## config.mk

```make
export PLATFORM = sky130hd
export DESIGN_NAME = mc_core
export DESIGN_NICKNAME = d
export VERILOG_FILES = /design/src/cpu_pkg.sv /design/src/ucode_pkg.sv /design/src/mc_ctrl.sv /design/src/mc_rom.sv /design/src/mc_alu.sv /design/src/mc_regs.sv /design/src/mc_core.sv
export VERILOG_INCLUDE_DIRS = /design/src
export SDC_FILE = /design/constraint.sdc
export NUM_CORES = 1
export LEC_CHECK = 0
export ABC_AREA = 0
export BUFFER_PORTS_ARGS = -buffer_cell sky130_fd_sc_hd__clkbuf_2
export CAP_MARGIN = 10
export CORE_MARGIN = 2
export CORE_UTILIZATION = 40
export CTS_CLUSTER_DIAMETER = 50
export DETAILED_ROUTE_END_ITERATION = 6
export GPL_TIMING_DRIVEN = 0
export PLACE_DENSITY = 0.64
export SKIP_LAST_GASP = 1
export SLEW_MARGIN = 20
export SYNTH_ARGS = -nofsm -noshare
export SYNTH_HDL_FRONTEND = slang
export SYNTH_SLANG_ARGS = --single-unit
```

## constraint.sdc

```tcl
create_clock -name clk -period 4.2 [get_ports clk]
set_input_delay 0.84 -clock clk [delete_from_list [all_inputs] [get_ports clk]]
set_output_delay 0.84 -clock clk [all_outputs]
set_load 0.05 [all_outputs]
```

## src/cpu_consts.svh

```systemverilog
// cpu constants
// word size, register count, microcode address width and the
// fixed microcode entry points shared by the core and its packages
`ifndef CPU_CONSTS_SVH
`define CPU_CONSTS_SVH

// datapath
`define DATA_W   16     // full word
`define BYTE_W   8      // byte operand size
`define NREGS    4      // general registers

// microcode
`define UADDR_W  8      // opcode nibble + step nibble
`define FETCH_UA 8'h00  // first fetch after reset
`define ERR_UA   8'hF0  // trap for unknown opcodes

`endif

```

## src/cpu_pkg.sv

```systemverilog
// cpu architectural types
// data words, flags, register numbers, operand size and the
// sixteen condition codes tested by jumps
`include "cpu_consts.svh"

package cpu_pkg;

    typedef logic [`DATA_W-1:0] data_t;

    typedef logic [$clog2(`NREGS)-1:0] reg_idx_t;

    // flag byte layout
    typedef struct packed {
        logic       s;        // sign
        logic       z;        // zero
        logic [2:0] rsv_hi;
        logic       v;        // overflow
        logic       rsv_lo;
        logic       c;        // carry, borrow on sub
    } flags_t;

    typedef enum logic {
        SZ_BYTE,
        SZ_WORD
    } size_t;

    // order matches md[3:0] of the jump instruction
    typedef enum logic [3:0] {
        CC_F,     // never
        CC_LT,    // signed <
        CC_LE,    // signed <=
        CC_ULE,   // unsigned <=
        CC_OV,
        CC_MI,
        CC_EQ,
        CC_C,
        CC_T,     // always
        CC_GE,    // signed >=
        CC_GT,    // signed >
        CC_UGT,   // unsigned >
        CC_NOV,
        CC_PL,
        CC_NE,
        CC_NC
    } cond_t;

endpackage

```

## src/ucode_pkg.sv

```systemverilog
// microinstruction field types
// encodings for the microcode address, size control, loop control,
// ALU operation and ALU B operand select
`include "cpu_consts.svh"

package ucode_pkg;

    // upper nibble is the opcode page, lower nibble the step
    typedef logic [`UADDR_W-1:0] uaddr_t;

    // operand size control
    typedef enum logic [2:0] {
        SETW_NONE,
        SETW_BYTE,     // working size only
        SETW_WORD,     // working size only
        SETW_FROM_MD,  // working and saved size from md[0]
        SETW_WIDEN,
        SETW_SHORTEN,
        SETW_RELOAD    // back to the saved size
    } setw_t;

    // microcode loop control
    typedef enum logic [1:0] {
        LOOP_NONE,
        LOOP_SET,  // remember the following step
        LOOP_NZ    // go back there while the counter is not zero
    } loop_t;

    typedef enum logic [2:0] {
        ALU_PASS,  // result is the B operand
        ALU_ADD,
        ALU_SUB,
        ALU_AND,
        ALU_XOR
    } alu_op_t;

    // ALU B operand
    typedef enum logic {
        OPND_IMM,
        OPND_REG
    } opnd_t;

endpackage

```

## src/mc_ctrl.sv

```systemverilog
// microsequencer control block
// steps through the microcode, decodes opcodes into microcode pages,
// evaluates jump conditions, keeps the operand size and the program
// counter, and stops for good on halt or an unknown opcode
`timescale 1ns/1ps
`include "cpu_consts.svh"

module mc_ctrl import cpu_pkg::*, ucode_pkg::*; (
    input  logic     clk,
    input  logic     rst,
    input  logic     hold,
    input  logic [23:0] instr,     // opcode byte + immediate
    input  flags_t   flags,
    input  logic     cnt_zero,
    // microcode fields
    input  logic     ni,
    input  setw_t    setw_sel,
    input  loop_t    loop_sel,
    input  logic     jp,
    input  logic     halt_en,
    output uaddr_t   uaddr,
    output data_t    pc,
    output size_t    size,
    output reg_idx_t dst,
    output reg_idx_t src,
    output data_t    imm,
    output logic     cc,
    output logic     halt,
    output logic     dec_err
);

    localparam logic [3:0] LAST_OP = 4'hB;  // HALT is the highest valid opcode

    logic [7:0] md;         // current opcode byte
    size_t      saved_size;
    logic [3:0] loop_ret;   // step to return to
    logic [3:0] nx_step;
    logic       stop;
    logic       run;

    assign nx_step = uaddr[3:0] + 4'd1;
    assign stop    = halt | dec_err;
    assign run     = !hold && !stop;
    assign dst     = md[1:0];
    assign src     = md[3:2];

    // condition from flags, selected by the low opcode nibble
    always_comb begin
        case (cond_t'(md[3:0]))
            CC_F:    cc = 1'b0;
            CC_LT:   cc = flags.s ^ flags.v;
            CC_LE:   cc = flags.z | (flags.s ^ flags.v);
            CC_ULE:  cc = flags.z | flags.c;
            CC_OV:   cc = flags.v;
            CC_MI:   cc = flags.s;
            CC_EQ:   cc = flags.z;
            CC_C:    cc = flags.c;
            CC_T:    cc = 1'b1;
            CC_GE:   cc = ~(flags.s ^ flags.v);
            CC_GT:   cc = ~(flags.z | (flags.s ^ flags.v));
            CC_UGT:  cc = ~(flags.z | flags.c);
            CC_NOV:  cc = ~flags.v;
            CC_PL:   cc = ~flags.s;
            CC_NE:   cc = ~flags.z;
            default: cc = ~flags.c;  // CC_NC
        endcase
    end

    always_ff @(posedge clk or posedge rst) begin
        if (rst) begin
            uaddr      <= `FETCH_UA;
            pc         <= '0;
            md         <= '0;
            imm        <= '0;
            size       <= SZ_WORD;
            saved_size <= SZ_WORD;
            loop_ret   <= '0;
            halt       <= 1'b0;
            dec_err    <= 1'b0;
        end else if (run) begin
            case (setw_sel)
                SETW_BYTE, SETW_SHORTEN: size <= SZ_BYTE;
                SETW_WORD, SETW_WIDEN:   size <= SZ_WORD;
                SETW_FROM_MD: begin
                    size       <= md[0] ? SZ_WORD : SZ_BYTE;
                    saved_size <= md[0] ? SZ_WORD : SZ_BYTE;
                end
                SETW_RELOAD:  size <= saved_size;
                default: ;
            endcase

            if (loop_sel == LOOP_SET) begin
                loop_ret <= nx_step;  // loop body starts after this step
            end

            if (halt_en) begin
                halt <= 1'b1;  // stay on this step
            end else if (loop_sel == LOOP_NZ && !cnt_zero) begin
                uaddr[3:0] <= loop_ret;
            end else if (ni) begin
                md  <= instr[23:16];
                imm <= instr[15:0];
                pc  <= pc + 1'b1;
                if (instr[23:20] > LAST_OP) begin
                    uaddr   <= `ERR_UA;
                    dec_err <= 1'b1;
                end else begin
                    uaddr <= {instr[23:20], 4'h0};  // opcode page
                end
            end else begin
                uaddr[3:0] <= nx_step;
            end

            // taken jump, the next ni fetches from the target
            if (jp && cc) begin
                pc <= imm;
            end
        end
    end

endmodule

```

## src/mc_rom.sv

```systemverilog
// microcode ROM
// maps a microcode address to its control fields; every opcode page
// ends in a step with ni, unlisted addresses give ni alone
`timescale 1ns/1ps
`include "cpu_consts.svh"

module mc_rom import ucode_pkg::*; (
    input  uaddr_t  uaddr,
    output logic    ni,
    output setw_t   setw_sel,
    output loop_t   loop_sel,
    output alu_op_t alu_sel,
    output opnd_t   opnd_sel,
    output logic    flag_we,
    output logic    reg_we,
    output logic    cnt_ld,
    output logic    cnt_dec,
    output logic    jp,
    output logic    out_en,
    output logic    halt_en
);

    always_comb begin
        ni       = 1'b0;
        setw_sel = SETW_NONE;
        loop_sel = LOOP_NONE;
        alu_sel  = ALU_PASS;
        opnd_sel = OPND_IMM;
        flag_we  = 1'b0;
        reg_we   = 1'b0;
        cnt_ld   = 1'b0;
        cnt_dec  = 1'b0;
        jp       = 1'b0;
        out_en   = 1'b0;
        halt_en  = 1'b0;
        case (uaddr)
            // fetch and the last step of each page, also NOP
            `FETCH_UA, 8'h11, 8'h21, 8'h31, 8'h41, 8'h51, 8'h61,
            8'h73, 8'h81, 8'h91, 8'hA1: begin
                ni       = 1'b1;
                setw_sel = SETW_RELOAD;
            end
            8'h10: begin  // LDI
                alu_sel  = ALU_PASS;
                reg_we   = 1'b1;
            end
            8'h20: begin  // ADD
                alu_sel  = ALU_ADD;
                reg_we   = 1'b1;
                flag_we  = 1'b1;
            end
            8'h30: begin  // SUB
                alu_sel  = ALU_SUB;
                reg_we   = 1'b1;
                flag_we  = 1'b1;
            end
            8'h40: begin  // AND
                alu_sel  = ALU_AND;
                reg_we   = 1'b1;
                flag_we  = 1'b1;
            end
            8'h50: begin  // XOR
                alu_sel  = ALU_XOR;
                reg_we   = 1'b1;
                flag_we  = 1'b1;
            end
            8'h60: begin  // CMP, flags only
                alu_sel  = ALU_SUB;
                flag_we  = 1'b1;
            end
            // MUL: dst = src, then dst - src clears it, then n adds of src
            8'h70: begin
                alu_sel  = ALU_PASS;
                opnd_sel = OPND_REG;
                reg_we   = 1'b1;
                cnt_ld   = 1'b1;     // count from imm
            end
            8'h71: begin
                alu_sel  = ALU_SUB;
                opnd_sel = OPND_REG;
                reg_we   = 1'b1;
                cnt_dec  = 1'b1;
                loop_sel = LOOP_SET;  // body is step 2
            end
            8'h72: begin
                alu_sel  = ALU_ADD;
                opnd_sel = OPND_REG;
                reg_we   = 1'b1;
                flag_we  = 1'b1;
                cnt_dec  = 1'b1;
                loop_sel = LOOP_NZ;
            end
            8'h80: setw_sel = SETW_FROM_MD;  // SETW
            8'h90: jp       = 1'b1;          // JP cc
            8'hA0: out_en   = 1'b1;          // OUT
            8'hB0: halt_en  = 1'b1;          // HALT
            default: ni = 1'b1;
        endcase
    end

endmodule

```

## src/mc_alu.sv

```systemverilog
// arithmetic and logic unit
// computes at byte or word size, upper byte cleared in byte size,
// flags taken at the active width
`timescale 1ns/1ps
`include "cpu_consts.svh"

module mc_alu import cpu_pkg::*, ucode_pkg::*; (
    input  data_t   a,
    input  data_t   b,
    input  alu_op_t op,
    input  size_t   size,
    output data_t   result,
    output flags_t  flags_out
);

    localparam int HI_W = `DATA_W - `BYTE_W;

    logic             byte_sz;
    data_t            am;
    data_t            bm;
    logic [`DATA_W:0] sum;   // top bit is the word carry
    logic             msb_a;
    logic             msb_b;
    logic             msb_r;
    logic             cout;

    assign byte_sz = (size == SZ_BYTE);
    assign am      = byte_sz ? {{HI_W{1'b0}}, a[`BYTE_W-1:0]} : a;
    assign bm      = byte_sz ? {{HI_W{1'b0}}, b[`BYTE_W-1:0]} : b;

    always_comb begin
        case (op)
            ALU_ADD: sum = {1'b0, am} + {1'b0, bm};
            ALU_SUB: sum = {1'b0, am} - {1'b0, bm};
            ALU_AND: sum = {1'b0, am & bm};
            ALU_XOR: sum = {1'b0, am ^ bm};
            default: sum = {1'b0, bm};  // pass
        endcase
    end

    assign result = byte_sz ? {{HI_W{1'b0}}, sum[`BYTE_W-1:0]} : sum[`DATA_W-1:0];
    assign msb_a  = byte_sz ? am[`BYTE_W-1] : am[`DATA_W-1];
    assign msb_b  = byte_sz ? bm[`BYTE_W-1] : bm[`DATA_W-1];
    assign msb_r  = byte_sz ? sum[`BYTE_W-1] : sum[`DATA_W-1];
    assign cout   = byte_sz ? sum[`BYTE_W] : sum[`DATA_W];  // borrow on sub

    always_comb begin
        flags_out   = '0;
        flags_out.s = msb_r;
        flags_out.z = (result == '0);
        case (op)
            ALU_ADD: begin
                flags_out.c = cout;
                flags_out.v = (msb_a == msb_b) && (msb_r != msb_a);
            end
            ALU_SUB: begin
                flags_out.c = cout;
                flags_out.v = (msb_a != msb_b) && (msb_r != msb_a);
            end
            default: ;  // logic ops clear c and v
        endcase
    end

endmodule

```

## src/mc_regs.sv

```systemverilog
// register file
// four general registers, the flag register and the microcode loop
// counter; byte writes keep the upper byte of the register
`timescale 1ns/1ps
`include "cpu_consts.svh"

module mc_regs import cpu_pkg::*, ucode_pkg::*; (
    input  logic     clk,
    input  logic     rst,
    input  logic     hold,
    input  reg_idx_t dst,
    input  reg_idx_t src,
    input  opnd_t    opnd_sel,
    input  data_t    imm,
    input  size_t    size,
    input  data_t    result,
    input  flags_t   flags_in,
    input  logic     reg_we,
    input  logic     flag_we,
    input  logic     cnt_ld,
    input  logic     cnt_dec,
    output data_t    a,
    output data_t    b,
    output flags_t   flags,
    output logic     cnt_zero
);

    data_t regs [`NREGS];
    data_t cnt;       // loop counter
    data_t b_raw;

    function automatic data_t fit(data_t v, size_t sz);
        return (sz == SZ_BYTE) ? {{(`DATA_W-`BYTE_W){1'b0}}, v[`BYTE_W-1:0]} : v;
    endfunction

    assign b_raw    = (opnd_sel == OPND_REG) ? regs[src] : imm;
    assign a        = fit(regs[dst], size);
    assign b        = fit(b_raw, size);
    assign cnt_zero = (cnt == '0);

    always_ff @(posedge clk or posedge rst) begin
        if (rst) begin
            for (int i = 0; i < `NREGS; i++) begin
                regs[i] <= '0;
            end
            flags <= '0;
            cnt   <= '0;
        end else if (!hold) begin
            if (reg_we) begin
                if (size == SZ_BYTE) begin
                    regs[dst][`BYTE_W-1:0] <= result[`BYTE_W-1:0];
                end else begin
                    regs[dst] <= result;
                end
            end
            if (flag_we) begin
                flags <= flags_in;
            end
            if (cnt_ld) begin
                cnt <= imm;
            end else if (cnt_dec && !cnt_zero) begin
                cnt <= cnt - 1'b1;  // stops at zero
            end
        end
    end

endmodule

```

## src/mc_core.sv

```systemverilog
// microcoded processor core
// control block, microcode ROM, ALU and register file; instructions
// arrive as 24-bit words for the current pc
`timescale 1ns/1ps

module mc_core import cpu_pkg::*, ucode_pkg::*; (
    input  logic        clk,
    input  logic        rst,
    input  logic        hold,
    input  logic [23:0] instr,
    output data_t       pc,
    output logic        out_strobe,
    output data_t       out_data,
    output logic        halt,
    output logic        dec_err
);

    uaddr_t   uaddr;
    size_t    size;
    reg_idx_t dst;
    reg_idx_t src;
    data_t    imm;
    data_t    a;
    data_t    b;
    data_t    result;
    flags_t   flags;
    flags_t   alu_flags;
    logic     cnt_zero;
    // microcode fields
    logic     ni;
    setw_t    setw_sel;
    loop_t    loop_sel;
    alu_op_t  alu_sel;
    opnd_t    opnd_sel;
    logic     flag_we;
    logic     reg_we;
    logic     cnt_ld;
    logic     cnt_dec;
    logic     jp;
    logic     out_en;
    logic     halt_en;

    assign out_strobe = out_en & ~hold;
    assign out_data   = a;  // destination, already fitted to size

    mc_ctrl ctrl_i (
        .clk, .rst, .hold, .instr, .flags, .cnt_zero,
        .ni, .setw_sel, .loop_sel, .jp, .halt_en,
        .uaddr, .pc, .size, .dst, .src, .imm,
        .cc      (),
        .halt, .dec_err
    );

    mc_rom rom_i (
        .uaddr, .ni, .setw_sel, .loop_sel, .alu_sel, .opnd_sel,
        .flag_we, .reg_we, .cnt_ld, .cnt_dec, .jp, .out_en, .halt_en
    );

    mc_alu alu_i (
        .a, .b,
        .op        (alu_sel),
        .size,
        .result,
        .flags_out (alu_flags)
    );

    mc_regs regs_i (
        .clk, .rst, .hold, .dst, .src, .opnd_sel, .imm, .size, .result,
        .flags_in  (alu_flags),
        .reg_we, .flag_we, .cnt_ld, .cnt_dec,
        .a, .b, .flags, .cnt_zero
    );

endmodule

```

==> flow_summary.ini <==
[route]
dr_total_vias = 8659
final_antenna_net_count = 0
drcViolationCount = 0
vias_per_cell = 5.959
drt_wl_total_mm = 29.48
first_pass_iters = 5
wire_per_inst_um = 20.29
drtIter0Drc = 602

[clock_tree]
cts-root-buf = clkbuf_16
cts_inserted_buffers = 17
clock_latency_ps = 440
htree_levels = 4
clk_path_buf_depth = 2
holdBufCountCts = 0
cts_tree = yes
cts.clk_slew.worst_paths_ps = 70
cts.sinks = 136

[timing]
whs_ps = 486.7
final_hold_viol_count = 0
finalCriticalPeriod_ps = 4687
setup_ws_ps = -486.9
slew_headroom_pct = 28.41
slew_violations = 0
worst_pin_slew_ps = 1069
finalCritPeriodShare_pct = 111.6
clock-skew-final_ps = 12.15
finalSetupViolations = 30
fmax_mhz = 213.4
rsz0062_at_grt = true

[cells_and_area]
nNetsFinal = 1199
final_cell_mix = dfrtp_1 (133), nand2_1 (111), o21ai_0 (101), a21oi_1 (73), clkbuf_2 (63)
drive_gt1_share_pct = 30.61
layout_commonest_cell = dfrtp_1
fin_cells = 1453
insertedDiodeCount = 0
areaGrowthSynthToFinish_pct = 25.92
n_fill_cell = 2049

[grt]
use_met2_pct = 39.33
grt_overflow = 0
gr-usage-all-layers_pct = 23.63
antenna_found_initial = 0
first_global_vias = 8218
grt_use_met3_pct = 4.902
grtUsageMet1_pct = 30.85
grt_pass1_wl_mm = 44.66
top_usage_layer = met2
grt_max_degree = 32

[placed_design]
dp_hpwl_mm = 20.86
placed_cells = 1369
placement.io_buffers = 60
gp_congestion = 0.9071

[setup_path]
crit_family = simple AND/OR/NAND/NOR gates
cp-end-kind = flip-flop
critPathBufInv = 2
cp_slowest_cell = dfrtp_1
cp_cell_sequence = inv_2, ha_4, or3_4, and3_4, mux2_4, nor4_4, and3_4, a21oi_2, xnor2_1, ha_1, and4_1, a21bo_4, a21oi_4, o32ai_4, o21ai_2, buf_4, a31oi_2, xnor2_1, a211o_1, o21ai_1
worst-endpoint-arrival_ps = 5040
start_kind = flip-flop
cp.required_ps = 4550
criticalPathCategory = flip-flop to flip-flop
crit_fanout = 7
slowest_delay_ps = 420

[logic_synthesis]
yosysWarningCount = 0
yosys.area.top_type_share_pct = 35.96
synthArstFlopShare_pct = 100.0
synth_cell_type_count = 84
ys.flop_type = dfrtp_1
syn_inst = 991
yosysSeqAreaShare_pct = 36.52
syn-num-nets = 1062
synth_edf_count = 0
synth_top_area_cell = dfrtp_1
avgSynthCellArea_um2 = 9.410
yosys_register_bits = 136
synth.cell_area_um2 = 9325
synthTopCellsByArea = dfrtp_1 (36%), mux4_2 (8.0%), o21ai_0 (6.2%), ha_1 (5.8%), mux2_2 (5.7%)

[power]
peakVddDrop_mv = 0.2015
p_leak_nw = 5.086
total_power_mw = 3.159
power.density_nw_per_um2 = 269.0

[floorplan]
rows = 55
die_w_um = 156.7
die_y_um = 156.7
design.core.area_um2 = 22780
die_area_um2 = 24550
ios = 62
start_util_pct = 40.94

[min_path]
hp-class = primary input to async pin

[outcome]
outcome = complete, but fails checks
violations = setup timing

[run]
cap_violations = 0
==> routing by layer <==
layer / vias to the layer above / wire length, um
met5: - / 0
met4: 0 / 639
met3: 50 / 1731
met2: 307 / 14370
met1: 4337 / 12730
li1: 3965 / -
==> repair_timing <==
action                     in CTS  in global routing
resized for setup              62                 66
buffers inserted               22                 32
hold endpoints to repair        0                  0
pin swaps                      35                 24
setup endpoints to repair      42                 44
==> Yosys cell counts (all sizes together) (11+ instances only) <==
master	number
a21oi	81
o21ai	119
nand2	115
dfrtp	134
and2	13
buf	22
mux4	33
nor2	60
a22oi	17
nor3	24
xnor2	15
xor2	11
nor4	12
clkbuf	37
mux2	48
ha	43
inv	28
==> cell families (layout without fill, tap and decap cells) <==
family                     Yosys count  in the layout  synth area share [%]
DFF                                136            136                 36.52
muxes                               88             88                 14.56
adders and majority gates           44             44                 5.984
buffers and inverters               88            237                 3.797
xor gates and xnor gates            26             26                 2.442
and+or+nand+nor                    302            302                 16.25
AOI/OAI and AO/OA                  307            307                 20.45
==> per-stage QoR <==
step                      instance area (um2)  worst slack, ps  util, %  setup TNS, ps
after CTS                               11240           -356.8    49.34          -4923
after floorplan                          9407           -9.413        -         -9.413
final                                   11740           -486.9    51.55          -8342
after detailed placement                10210           -848.4    44.84         -19230
after global routing                    11740           -607.3    51.55         -12060
after global placement                  10100           -821.3    44.33         -17910
==> power breakdown <==
part / internal, mW / switching [mW] / total (mW)
registers: 1.32 / 0.0144 / 1.34
clock network: 0.994 / 0.620 / 1.61
logic: 0.0796 / 0.126 / 0.205
==> cell type report <==
cell class | instances | area (um2) | area share, %
inverters | 29 | 115.1 | 0.9803
plain buffers | 58 | 292.8 | 2.493
repair buffers | 119 | 862.1 | 7.342
multi-input cells | 767 | 6052 | 51.54
well taps | 313 | 391.6 | 3.335
clock inverters | 14 | 196.4 | 1.673
flip-flops and latches | 136 | 3407 | 29.01
clock buffers | 17 | 425.4 | 3.623
==> worst paths after layout <==
kind,start,end,slack (ps),depth (start not counted)
max,ctrl_i.uaddr[1]$_DFFE_PP0P_,regs_i.flags[0]$_DFFE_PP0P_,-490,20
min,rst,async pin,490,2
max reg2reg,ctrl_i.uaddr[1]$_DFFE_PP0P_,regs_i.flags[0]$_DFFE_PP0P_,-490,20
min reg2reg,flip-flop,flip-flop,500,2
max in group asynchronous,rst,ctrl_i.size$_DFFE_PP1P_,2920,4
min in group clk,flip-flop,flip-flop,500,2
(Power assumes the default switching activity.)
